## src/rv_pkg.sv

```systemverilog
// RV32I core package
// Shared word and field types, opcode and ALU codes, and the bundles
// passed between decode, execute and commit
`default_nettype none

package rv_pkg;

  // Plain vector types for the widths that carry a meaning
  typedef logic [31:0] word_t;
  typedef logic [4:0]  reg_addr_t;
  typedef logic [6:0]  opcode_t;
  typedef logic [2:0]  funct3_t;
  typedef logic [3:0]  alu_op_t;

  // ALU operation codes
  localparam alu_op_t ALU_ADD    = 4'd0;
  localparam alu_op_t ALU_SUB    = 4'd1;
  localparam alu_op_t ALU_SLL    = 4'd2;
  localparam alu_op_t ALU_SLT    = 4'd3;
  localparam alu_op_t ALU_SLTU   = 4'd4;
  localparam alu_op_t ALU_XOR    = 4'd5;
  localparam alu_op_t ALU_SRL    = 4'd6;
  localparam alu_op_t ALU_SRA    = 4'd7;
  localparam alu_op_t ALU_OR     = 4'd8;
  localparam alu_op_t ALU_AND    = 4'd9;
  // Forwards operand B, used by LUI
  localparam alu_op_t ALU_PASS_B = 4'd10;

  // Major opcodes, bits 6:0 of the instruction
  localparam opcode_t OPCODE_LOAD     = 7'b0000011;
  localparam opcode_t OPCODE_LOAD_FP  = 7'b0000111;
  localparam opcode_t OPCODE_OP_IMM   = 7'b0010011;
  localparam opcode_t OPCODE_AUIPC    = 7'b0010111;
  localparam opcode_t OPCODE_STORE    = 7'b0100011;
  localparam opcode_t OPCODE_STORE_FP = 7'b0100111;
  localparam opcode_t OPCODE_OP       = 7'b0110011;
  localparam opcode_t OPCODE_LUI      = 7'b0110111;
  localparam opcode_t OPCODE_BRANCH   = 7'b1100011;
  localparam opcode_t OPCODE_JALR     = 7'b1100111;
  localparam opcode_t OPCODE_JAL      = 7'b1101111;

  // Decoder output, consumed by execute and commit
  typedef struct packed {
    reg_addr_t rd;
    reg_addr_t rs1;
    reg_addr_t rs2;
    funct3_t   funct3;
    alu_op_t   alu_op;
    word_t     imm;
    logic      operand_a_is_pc;
    logic      operand_b_is_imm;
    logic      writes_rd;
    logic      is_branch;
    logic      is_jal;
    logic      is_jalr;
    logic      illegal;
  } decoded_t;

  // Execute output
  typedef struct packed {
    // ALU result, or the link address for jumps
    word_t value;
    word_t target;
    // PC goes to target instead of PC plus 4
    logic  redirect;
  } exec_result_t;

  // One retired instruction as seen on the retire port
  typedef struct packed {
    word_t     pc;
    word_t     next_pc;
    reg_addr_t rd;
    word_t     data;
    logic      writes_rd;
    logic      illegal;
  } retire_t;

endpackage

`default_nettype wire

```

## src/immediate_generator.sv

```systemverilog
// Immediate generator
// Builds the sign-extended immediate of an RV32I instruction from its
// format, which follows from the major opcode
`timescale 1ns/100ps
`default_nettype none

module immediate_generator (
  input  rv_pkg::word_t inst,
  output rv_pkg::word_t immediate
);

  rv_pkg::opcode_t opcode;

  assign opcode = inst[6:0];

  // Bit layout per format
  //   I  sign[31:11] inst[30:25] inst[24:20]
  //   S  sign[31:11] inst[30:25] inst[11:7]
  //   B  sign[31:12] inst[7] inst[30:25] inst[11:8] 0
  //   U  inst[31:12] then twelve zeros
  //   J  sign[31:20] inst[19:12] inst[20] inst[30:25] inst[24:21] 0
  always_comb begin
    case (opcode)
      // I format
      rv_pkg::OPCODE_LOAD,
      rv_pkg::OPCODE_LOAD_FP,
      rv_pkg::OPCODE_OP_IMM,
      rv_pkg::OPCODE_JALR: begin
        immediate = {{21{inst[31]}}, inst[30:25], inst[24:20]};
      end
      // S format, rd field holds the low bits
      rv_pkg::OPCODE_STORE,
      rv_pkg::OPCODE_STORE_FP: begin
        immediate = {{21{inst[31]}}, inst[30:25], inst[11:7]};
      end
      // B format, byte offset in halfword steps
      rv_pkg::OPCODE_BRANCH: begin
        immediate = {{20{inst[31]}}, inst[7], inst[30:25], inst[11:8], 1'b0};
      end
      // U format
      rv_pkg::OPCODE_LUI,
      rv_pkg::OPCODE_AUIPC: begin
        immediate = {inst[31:12], 12'd0};
      end
      // J format
      rv_pkg::OPCODE_JAL: begin
        immediate = {{12{inst[31]}}, inst[19:12], inst[20], inst[30:25], inst[24:21], 1'b0};
      end
      default: begin
        immediate = '0;
      end
    endcase
  end

endmodule

`default_nettype wire

```

## src/instruction_decoder.sv

```systemverilog
// Instruction decoder
// Splits an RV32I instruction into register fields, ALU operation,
// operand selects and control flags
`timescale 1ns/100ps
`default_nettype none

module instruction_decoder (
  input  rv_pkg::word_t     inst,
  output rv_pkg::decoded_t  decoded,
  output rv_pkg::reg_addr_t rs1_addr,
  output rv_pkg::reg_addr_t rs2_addr
);

  rv_pkg::opcode_t opcode;
  rv_pkg::funct3_t funct3;
  rv_pkg::word_t   immediate;
  rv_pkg::alu_op_t arith_op;
  logic            shift_bad;

  assign opcode = inst[6:0];
  assign funct3 = inst[14:12];

  immediate_generator i_immediate_generator (
    .inst      (inst),
    .immediate (immediate)
  );

  // ALU op shared by OP and OP_IMM
  // Bit 30 picks sub only for OP, and sra for both
  always_comb begin
    case (funct3)
      3'b000:  arith_op = (opcode == rv_pkg::OPCODE_OP && inst[30]) ? rv_pkg::ALU_SUB
                                                                     : rv_pkg::ALU_ADD;
      3'b001:  arith_op = rv_pkg::ALU_SLL;
      3'b010:  arith_op = rv_pkg::ALU_SLT;
      3'b011:  arith_op = rv_pkg::ALU_SLTU;
      3'b100:  arith_op = rv_pkg::ALU_XOR;
      3'b101:  arith_op = inst[30] ? rv_pkg::ALU_SRA : rv_pkg::ALU_SRL;
      3'b110:  arith_op = rv_pkg::ALU_OR;
      default: arith_op = rv_pkg::ALU_AND;
    endcase
  end

  // Immediate shifts need zero upper funct7 bits, srai may also set bit 30
  assign shift_bad = (funct3 == 3'b001 && inst[31:25] != 7'd0) ||
                     (funct3 == 3'b101 && {inst[31], inst[29:25]} != 6'd0);

  always_comb begin
    decoded        = '0;
    decoded.rd     = inst[11:7];
    decoded.rs1    = inst[19:15];
    decoded.rs2    = inst[24:20];
    decoded.funct3 = funct3;
    decoded.imm    = immediate;
    decoded.alu_op = rv_pkg::ALU_ADD;
    case (opcode)
      rv_pkg::OPCODE_OP: begin
        decoded.alu_op    = arith_op;
        decoded.writes_rd = 1'b1;
      end
      rv_pkg::OPCODE_OP_IMM: begin
        decoded.alu_op           = arith_op;
        decoded.operand_b_is_imm = 1'b1;
        // Bad shift encodings retire as illegal without a write
        decoded.illegal          = shift_bad;
        decoded.writes_rd        = !shift_bad;
      end
      rv_pkg::OPCODE_LUI: begin
        decoded.alu_op           = rv_pkg::ALU_PASS_B;
        decoded.operand_b_is_imm = 1'b1;
        decoded.writes_rd        = 1'b1;
      end
      rv_pkg::OPCODE_AUIPC: begin
        decoded.operand_a_is_pc  = 1'b1;
        decoded.operand_b_is_imm = 1'b1;
        decoded.writes_rd        = 1'b1;
      end
      rv_pkg::OPCODE_JAL: begin
        decoded.is_jal    = 1'b1;
        decoded.writes_rd = 1'b1;
      end
      rv_pkg::OPCODE_JALR: begin
        decoded.is_jalr   = 1'b1;
        decoded.writes_rd = 1'b1;
      end
      // Comparison happens outside the ALU
      rv_pkg::OPCODE_BRANCH: begin
        decoded.is_branch = 1'b1;
      end
      // Loads, stores, FP, FENCE, SYSTEM and anything unknown
      default: begin
        decoded.illegal = 1'b1;
      end
    endcase
  end

  assign rs1_addr = decoded.rs1;
  assign rs2_addr = decoded.rs2;

endmodule

`default_nettype wire

```

## src/integer_execute.sv

```systemverilog
// Integer execute stage
// ALU, branch condition and jump or branch target, all combinational
`timescale 1ns/100ps
`default_nettype none

module integer_execute (
  input  rv_pkg::word_t        pc,
  input  rv_pkg::decoded_t     decoded,
  input  rv_pkg::word_t        rs1_data,
  input  rv_pkg::word_t        rs2_data,
  output rv_pkg::exec_result_t result
);

  rv_pkg::word_t operand_a;
  rv_pkg::word_t operand_b;
  rv_pkg::word_t alu_out;
  rv_pkg::word_t pc_plus_4;
  rv_pkg::word_t jalr_sum;
  logic [4:0]    shamt;
  logic          taken;
  logic          is_jump;

  // AUIPC uses the PC, immediate forms use imm
  assign operand_a = decoded.operand_a_is_pc  ? pc          : rs1_data;
  assign operand_b = decoded.operand_b_is_imm ? decoded.imm : rs2_data;
  assign shamt     = operand_b[4:0];
  assign pc_plus_4 = pc + 32'd4;
  assign is_jump   = decoded.is_jal || decoded.is_jalr;

  always_comb begin
    case (decoded.alu_op)
      rv_pkg::ALU_ADD:    alu_out = operand_a + operand_b;
      rv_pkg::ALU_SUB:    alu_out = operand_a - operand_b;
      rv_pkg::ALU_SLL:    alu_out = operand_a << shamt;
      rv_pkg::ALU_SLT:    alu_out = {31'd0, $signed(operand_a) < $signed(operand_b)};
      rv_pkg::ALU_SLTU:   alu_out = {31'd0, operand_a < operand_b};
      rv_pkg::ALU_XOR:    alu_out = operand_a ^ operand_b;
      rv_pkg::ALU_SRL:    alu_out = operand_a >> shamt;
      rv_pkg::ALU_SRA:    alu_out = rv_pkg::word_t'($signed(operand_a) >>> shamt);
      rv_pkg::ALU_OR:     alu_out = operand_a | operand_b;
      rv_pkg::ALU_AND:    alu_out = operand_a & operand_b;
      rv_pkg::ALU_PASS_B: alu_out = operand_b;
      default:            alu_out = '0;
    endcase
  end

  // Branch condition from funct3, reserved encodings never branch
  always_comb begin
    case (decoded.funct3)
      3'b000:  taken = rs1_data == rs2_data;
      3'b001:  taken = rs1_data != rs2_data;
      3'b100:  taken = $signed(rs1_data) <  $signed(rs2_data);
      3'b101:  taken = $signed(rs1_data) >= $signed(rs2_data);
      3'b110:  taken = rs1_data <  rs2_data;
      3'b111:  taken = rs1_data >= rs2_data;
      default: taken = 1'b0;
    endcase
  end

  assign jalr_sum = rs1_data + decoded.imm;

  // Jumps link PC plus 4, everything else returns the ALU value
  assign result.value    = is_jump ? pc_plus_4 : alu_out;
  // JALR drops bit 0 of its sum
  assign result.target   = decoded.is_jalr ? {jalr_sum[31:1], 1'b0} : pc + decoded.imm;
  assign result.redirect = is_jump || (decoded.is_branch && taken);

endmodule

`default_nettype wire

```

## src/register_file.sv

```systemverilog
// Integer register file
// x1 to x31 with one synchronous write port and two asynchronous
// read ports, x0 always reads zero
`timescale 1ns/100ps
`default_nettype none

module register_file (
  input  logic              clock,
  input  logic              reset,
  input  logic              we,
  input  rv_pkg::reg_addr_t rd_addr,
  input  rv_pkg::word_t     rd_data,
  input  rv_pkg::reg_addr_t rs1_addr,
  input  rv_pkg::reg_addr_t rs2_addr,
  output rv_pkg::word_t     rs1_data,
  output rv_pkg::word_t     rs2_data
);

  // No storage for x0
  rv_pkg::word_t regs [1:31];

  always_ff @(posedge clock) begin
    if (reset) begin
      for (int i = 1; i < 32; i++) begin
        regs[i] <= '0;
      end
    end else if (we && rd_addr != 5'd0) begin
      regs[rd_addr] <= rd_data;
    end
  end

  // Reads see the value from the last edge, so a dependent
  // instruction in the next cycle gets the new data
  always_comb begin
    if (rs1_addr == 5'd0) begin
      rs1_data = '0;
    end else begin
      rs1_data = regs[rs1_addr];
    end
  end

  always_comb begin
    if (rs2_addr == 5'd0) begin
      rs2_data = '0;
    end else begin
      rs2_data = regs[rs2_addr];
    end
  end

endmodule

`default_nettype wire

```

## src/result_commit.sv

```systemverilog
// Result commit
// Owns the PC and the register file, applies each strobed instruction
// and registers its retire record for one cycle
`timescale 1ns/100ps
`default_nettype none

module result_commit #(
  parameter rv_pkg::word_t RESET_PC = 32'h0000_0000
) (
  input  logic                 clock,
  input  logic                 reset,
  input  logic                 inst_valid,
  input  rv_pkg::decoded_t     decoded,
  input  rv_pkg::exec_result_t exec,
  input  rv_pkg::reg_addr_t    rs1_addr,
  input  rv_pkg::reg_addr_t    rs2_addr,
  output rv_pkg::word_t        rs1_data,
  output rv_pkg::word_t        rs2_data,
  output rv_pkg::word_t        pc,
  output logic                 retire_valid,
  output rv_pkg::retire_t      retire
);

  rv_pkg::word_t next_pc;
  logic          rd_we;

  // Taken branches and jumps redirect, illegal ones fall through
  assign next_pc = exec.redirect ? exec.target : pc + 32'd4;

  // Write only for a valid legal instruction with a real destination
  assign rd_we = inst_valid && decoded.writes_rd && !decoded.illegal &&
                 decoded.rd != 5'd0;

  register_file i_register_file (
    .clock    (clock),
    .reset    (reset),
    .we       (rd_we),
    .rd_addr  (decoded.rd),
    .rd_data  (exec.value),
    .rs1_addr (rs1_addr),
    .rs2_addr (rs2_addr),
    .rs1_data (rs1_data),
    .rs2_data (rs2_data)
  );

  // PC and retire strobe
  always_ff @(posedge clock) begin
    if (reset) begin
      pc           <= RESET_PC;
      retire_valid <= 1'b0;
    end else begin
      retire_valid <= inst_valid;
      if (inst_valid) begin
        pc <= next_pc;
      end
    end
  end

  // Retire record, only meaningful while retire_valid is high
  always_ff @(posedge clock) begin
    if (inst_valid) begin
      retire.pc        <= pc;
      retire.next_pc   <= next_pc;
      retire.rd        <= decoded.rd;
      retire.data      <= exec.value;
      retire.writes_rd <= decoded.writes_rd && !decoded.illegal;
      retire.illegal   <= decoded.illegal;
    end
  end

endmodule

`default_nettype wire

```

## src/rv_core_top.sv

```systemverilog
// RV32I core top level
// One instruction per strobe through decode, execute and commit,
// retired on a registered port one cycle later
`timescale 1ns/100ps
`default_nettype none

module rv_core_top #(
  parameter rv_pkg::word_t RESET_PC = 32'h0000_0000
) (
  input  logic            clock,
  input  logic            reset,
  input  logic            inst_valid,
  input  rv_pkg::word_t   inst,
  output logic            retire_valid,
  output rv_pkg::retire_t retire
);

  rv_pkg::decoded_t     decoded;
  rv_pkg::exec_result_t exec;
  rv_pkg::reg_addr_t    rs1_addr;
  rv_pkg::reg_addr_t    rs2_addr;
  rv_pkg::word_t        rs1_data;
  rv_pkg::word_t        rs2_data;
  rv_pkg::word_t        pc;

  instruction_decoder i_instruction_decoder (
    .inst     (inst),
    .decoded  (decoded),
    .rs1_addr (rs1_addr),
    .rs2_addr (rs2_addr)
  );

  // Register reads come back from the commit block
  integer_execute i_integer_execute (
    .pc       (pc),
    .decoded  (decoded),
    .rs1_data (rs1_data),
    .rs2_data (rs2_data),
    .result   (exec)
  );

  result_commit #(
    .RESET_PC (RESET_PC)
  ) i_result_commit (
    .clock        (clock),
    .reset        (reset),
    .inst_valid   (inst_valid),
    .decoded      (decoded),
    .exec         (exec),
    .rs1_addr     (rs1_addr),
    .rs2_addr     (rs2_addr),
    .rs1_data     (rs1_data),
    .rs2_data     (rs2_data),
    .pc           (pc),
    .retire_valid (retire_valid),
    .retire       (retire)
  );

endmodule

`default_nettype wire

```

## config.mk

```make
export PLATFORM = sky130hd
export DESIGN_NAME = rv_core_top
export DESIGN_NICKNAME = d
export VERILOG_FILES = /design/src/rv_pkg.sv /design/src/immediate_generator.sv /design/src/instruction_decoder.sv /design/src/integer_execute.sv /design/src/register_file.sv /design/src/result_commit.sv /design/src/rv_core_top.sv
export SDC_FILE = /design/constraint.sdc
export NUM_CORES = 2
export LEC_CHECK = 0
export BUFFER_PORTS_ARGS = -buffer_cell sky130_fd_sc_hd__buf_4
export CAP_MARGIN = 20
export CORE_UTILIZATION = 35
export CTS_CLUSTER_DIAMETER = 40
export DETAILED_ROUTE_END_ITERATION = 8
export PLACE_DENSITY = 0.57
export SLEW_MARGIN = 20
export SYNTH_ARGS = -nofsm -noshare
export SYNTH_HDL_FRONTEND = slang
export SYNTH_SLANG_ARGS = --single-unit
```

## constraint.sdc

```tcl
create_clock -name clock -period 7.9 [get_ports clock]
set_input_delay 0.395 -clock clock [delete_from_list [all_inputs] [get_ports clock]]
set_output_delay 0.395 -clock clock [all_outputs]
set_load 0.01 [all_outputs]
```

==> results.txt <==
----------------------------------------------------
[Setup path]
  Worst Path Arrival ... 7240 ps
  Buf+Inv Stages, Crit Path ... 2
  Cells along the critical path ... mux4_2 -> nor2b_1 -> a211oi_1 -> or4_1 -> o21ai_1 -> ha_1 -> o21bai_1 -> a21oi_1 -> o41ai_1 -> o31a_1 -> o31ai_1 -> buf_4 -> a2111o_1 -> a31oi_1 -> mux2i_1 -> nor4_4 -> buf_12 -> nor3_1
  Worst setup SP type ... flop
  Critical path fanouts, max ... 32
  Kind of cell adding the most delay to the critical path ... compound AO/OA/AOI/OAI gates
  Delay contributed by the slowest stage of the critical path ... 910 ps
  Required time reported for the critical path endpoint ... 8470 ps
  Classification of the worst setup path ... flop to flop
  Endpoint class of the critical path ... flop
  Slowest CP cell ... o41ai_1

[Global route]
  Initial antenna violation count ... 23
  Wire length of the first global-routing pass ... 477000 um
  Largest net degree at the start of global routing ... 72
  Residual overflow from global routing ... 0
  Overall routing resource usage ... 0.315
  Via count of the first global-routing pass ... 59900

[Synth]
  Synthesized area per cell ... 11.6 um2
  Top post-synthesis cells by count ... edfxtp_1, nor2_1, mux4_2, mux2i_1, nand2_1
  Part of the Yosys area used for sequential elements ... 0.463
  Async S/R FF share, synth ... 0
  Synthesized cell area ... 74500 um2
  YS warnings ... 0
  Dominant cells by area after synthesis ... edfxtp_1, mux4_2, mux2i_1, nor2_1, ha_1
  Number of enable flip-flop cells after synthesis ... 1127
  Syn Inst Count ... 6444
  Most frequently used cell type in the post-synthesis netlist ... edfxtp_1
  Share of Yosys cell area claimed by the top area cell type ... 0.454
  Synth Flop Type ... edfxtp_1
  Library cell occupying the most area in the post-synthesis netlist ... edfxtp_1
  Count of state elements after synthesis ... 1160
  Unique cell type count in the Yosys netlist ... 118

[Floorplan]
  Die boundary height ... 463 um
  I/O pin count ... 139
  Die span in x ... 463 um
  Die area ... 215000 um2
  Initial Util ... 0.354
  Core ar. ... 211000 um2
  Number of standard-cell rows in the floorplan ... 168

[Drt]
  First DRT Iteration DRCs ... 8601
  ANT nets after route ... 0
  Aggregate routed wire length ... 348000 um
  Drt pass-1 iters ... 8
  Total via count in the routed design ... 62200
  Detailed-route vias per instance ... 6.51
  DRC violation count after routing ... 0
  Wire per inst ... 36.4 um

[Layout]
  Relative area change from synthesis to final layout ... 15.9%
  Fraction of final layout cells with drive strength greater than 1 ... 0.227
  Net count, final ... 6809
  Area taken by multi-input logic gates ... 36800 um2
  Reg area ... 34500 um2
  Final instance area ... 86300 um2
  Fill cell instance count of the final layout ... 19900

[Outcome]
  Outcome ... completed

[Clock network]
  Worst skew pair latency ... 860 ps
  Count of buffers added by post-CTS timing repair for setup ... 0
  Maximum clock path buffer count ... 3
  Clock slew at reported path FFs ... 60 ps
  Post_cts resized ... 0
  Total clock buffers created by CTS ... 182
  Num Clock Sinks ... 1160
  TritonCTS clock tree ... done
  Total number of H-tree levels ... 4
  CTS root buffer ... clkbuf_16

[Placed design]
  Cell area after placement ... 79800 um2
  Count of input and output buffers ... 138
  Detailed Place HPWL ... 245000 um
  Placer Congestion ... 1.03

[Hold path]
  Class of the tightest hold or removal check ... primary input to flop

[STA]
  Number of failing hold endpoints at the final stage ... 0
  Relative slew margins ... 0.123
  Final worst path period need ... 6660 ps
  Final hold slack ... 43.6 ps
  Timing-limited maximum frequency ... 0.150 GHz
  Max Transition Viols Final ... 0
  Transition time at the pin with the least slew margin ... 1310 ps
  Post-route clock period utilization ... 0.844
  Unrepaired setup endpoints after global routing ... no
  Aggregate negative setup slack ... 0 ps
  Final setup fails ... 0
  Clock skew after layout ... 51.2 ps

[Power]
  Largest voltage drop on the vdd net ... 210 uV
  Total Power ... 22.0 mW
  Leakage ... 33.1 nW
  Total power per unit cell area ... 255 nW/um2

[Run]
  Reported max-cap violation count ... 0

----------------------------------------------------
==> routing by layer <==
metal,global-route usage,wire length [um]
met1,0.394,129000
met2,0.494,158000
met3,0.0796,37900
met4,0.181,22600
met5,0,119
==> registers in the layout, summed over array words and instances, names as in the netlist <==
| register | count |
|---|---|
| i_result_commit.retire_valid | 1 |
| i_result_commit.pc | 32 |
| i_result_commit.i_register_file.regs | 1024 |
| i_result_commit.retire | 103 |
==> final cells by class <==
cell class | count | share of cell area
Sequential cell | 1160 | 0.400
Clock buffer | 208 | 0.0551
Clock inverter | 133 | 0.0195
Inverter | 156 | 0.00684
Antenna cell | 11 | 0.000319
Timing Repair Buffer | 506 | 0.0514
Tap cell | 2805 | 0.0407
Multi-Input combinational cell | 4570 | 0.426
==> through the flow <==
step / std cells / setup slack, ps / utilization
3_5_place_dp: 9190 / 540 / 0.379
6_report: 9549 / 1240 / 0.410
4_1_cts: 9537 / 1400 / 0.410
5_1_grt: 9540 / 1080 / 0.410
3_3_place_gp: 9189 / 527 / 0.379
2_1_floorplan: 6475 / 854 / -
==> path summary, 6_finish.rpt <==
check	from	end	slack [ps]	cells past startpoint
max	i_result_commit.i_register_file.regs[10][2]	i_result_commit.i_register_file.regs[2][31]	1240	18
min	inst_valid	i_result_commit.retire[66]	40	1
max reg2reg	i_result_commit.i_register_file.regs[10][2]	i_result_commit.i_register_file.regs[2][31]	1240	18
min reg2reg	i_result_commit.pc[11]	i_result_commit.retire[82]	520	0
==> timing repair <==
item | 4_1_cts | 5_1_grt
hold buffers | 6 | 0
hold endpoints to repair | 26 | 0
endpoints found under the setup margin | 0 | 0
==> cells by family (layout without fill, tap and decap cells) <==
logic type | count (synthesis) | count (layout) | synth area share
simple gates | 2111 | 2111 | 0.131
compound gates | 1282 | 1282 | 0.124
flops | 1160 | 1160 | 0.463
mux | 860 | 860 | 0.188
buf+inv | 745 | 1003 | 0.0496
fa+ha+maj | 198 | 198 | 0.0337
xor+xnor | 87 | 87 | 0.0102
other cells | 1 | 43 | 0.0000503
==> layout by cell type, fill, tap and decap left out, types with 32 or more instances in the layout <==
| cell | n |
|---|---|
| a22oi_1 | 156 |
| nor2_1 | 897 |
| nand2_1 | 291 |
| dfxtp_1 | 33 |
| buf_4 | 448 |
| nand2_2 | 63 |
| nand3_1 | 104 |
| xnor2_1 | 47 |
| clkbuf_16 | 186 |
| and2_1 | 35 |
| nor2b_1 | 57 |
| mux2_2 | 53 |
| ha_1 | 194 |
| nor3_1 | 339 |
| nor2_2 | 66 |
| mux2i_1 | 387 |
| conb_1 | 32 |
| a211oi_1 | 67 |
| a21o_1 | 79 |
| o21ai_0 | 145 |
| and3_1 | 36 |
| nand4_1 | 44 |
| edfxtp_1 | 1127 |
| a21oi_1 | 222 |
| o211ai_1 | 110 |
| mux4_2 | 396 |
| xor2_1 | 40 |
| buf_12 | 48 |
| inv_1 | 131 |
| o22ai_1 | 61 |
==> worst reg2reg max path, cell delays in order (launching register included) <==
cell and delay (ps):
edfxtp_1 380, mux4_2 450, nor2b_1 140, a211oi_1 570, or4_1 570, o21ai_1 170, ha_1 410, o21bai_1 170
a21oi_1 150, o41ai_1 910, o31a_1 430, o31ai_1 150, buf_4 180, a2111o_1 410, a31oi_1 280, mux2i_1 180
nor4_4 450, buf_12 260, nor3_1 120
==> power breakdown <==
part / internal (mW) / switching, mW / total (mW)
combinational: 1.96 / 4.29 / 6.25
clock: 5.22 / 3.21 / 8.43
sequential: 7.10 / 0.199 / 7.30
Note: power is estimated with default switching activity, not from simulation.
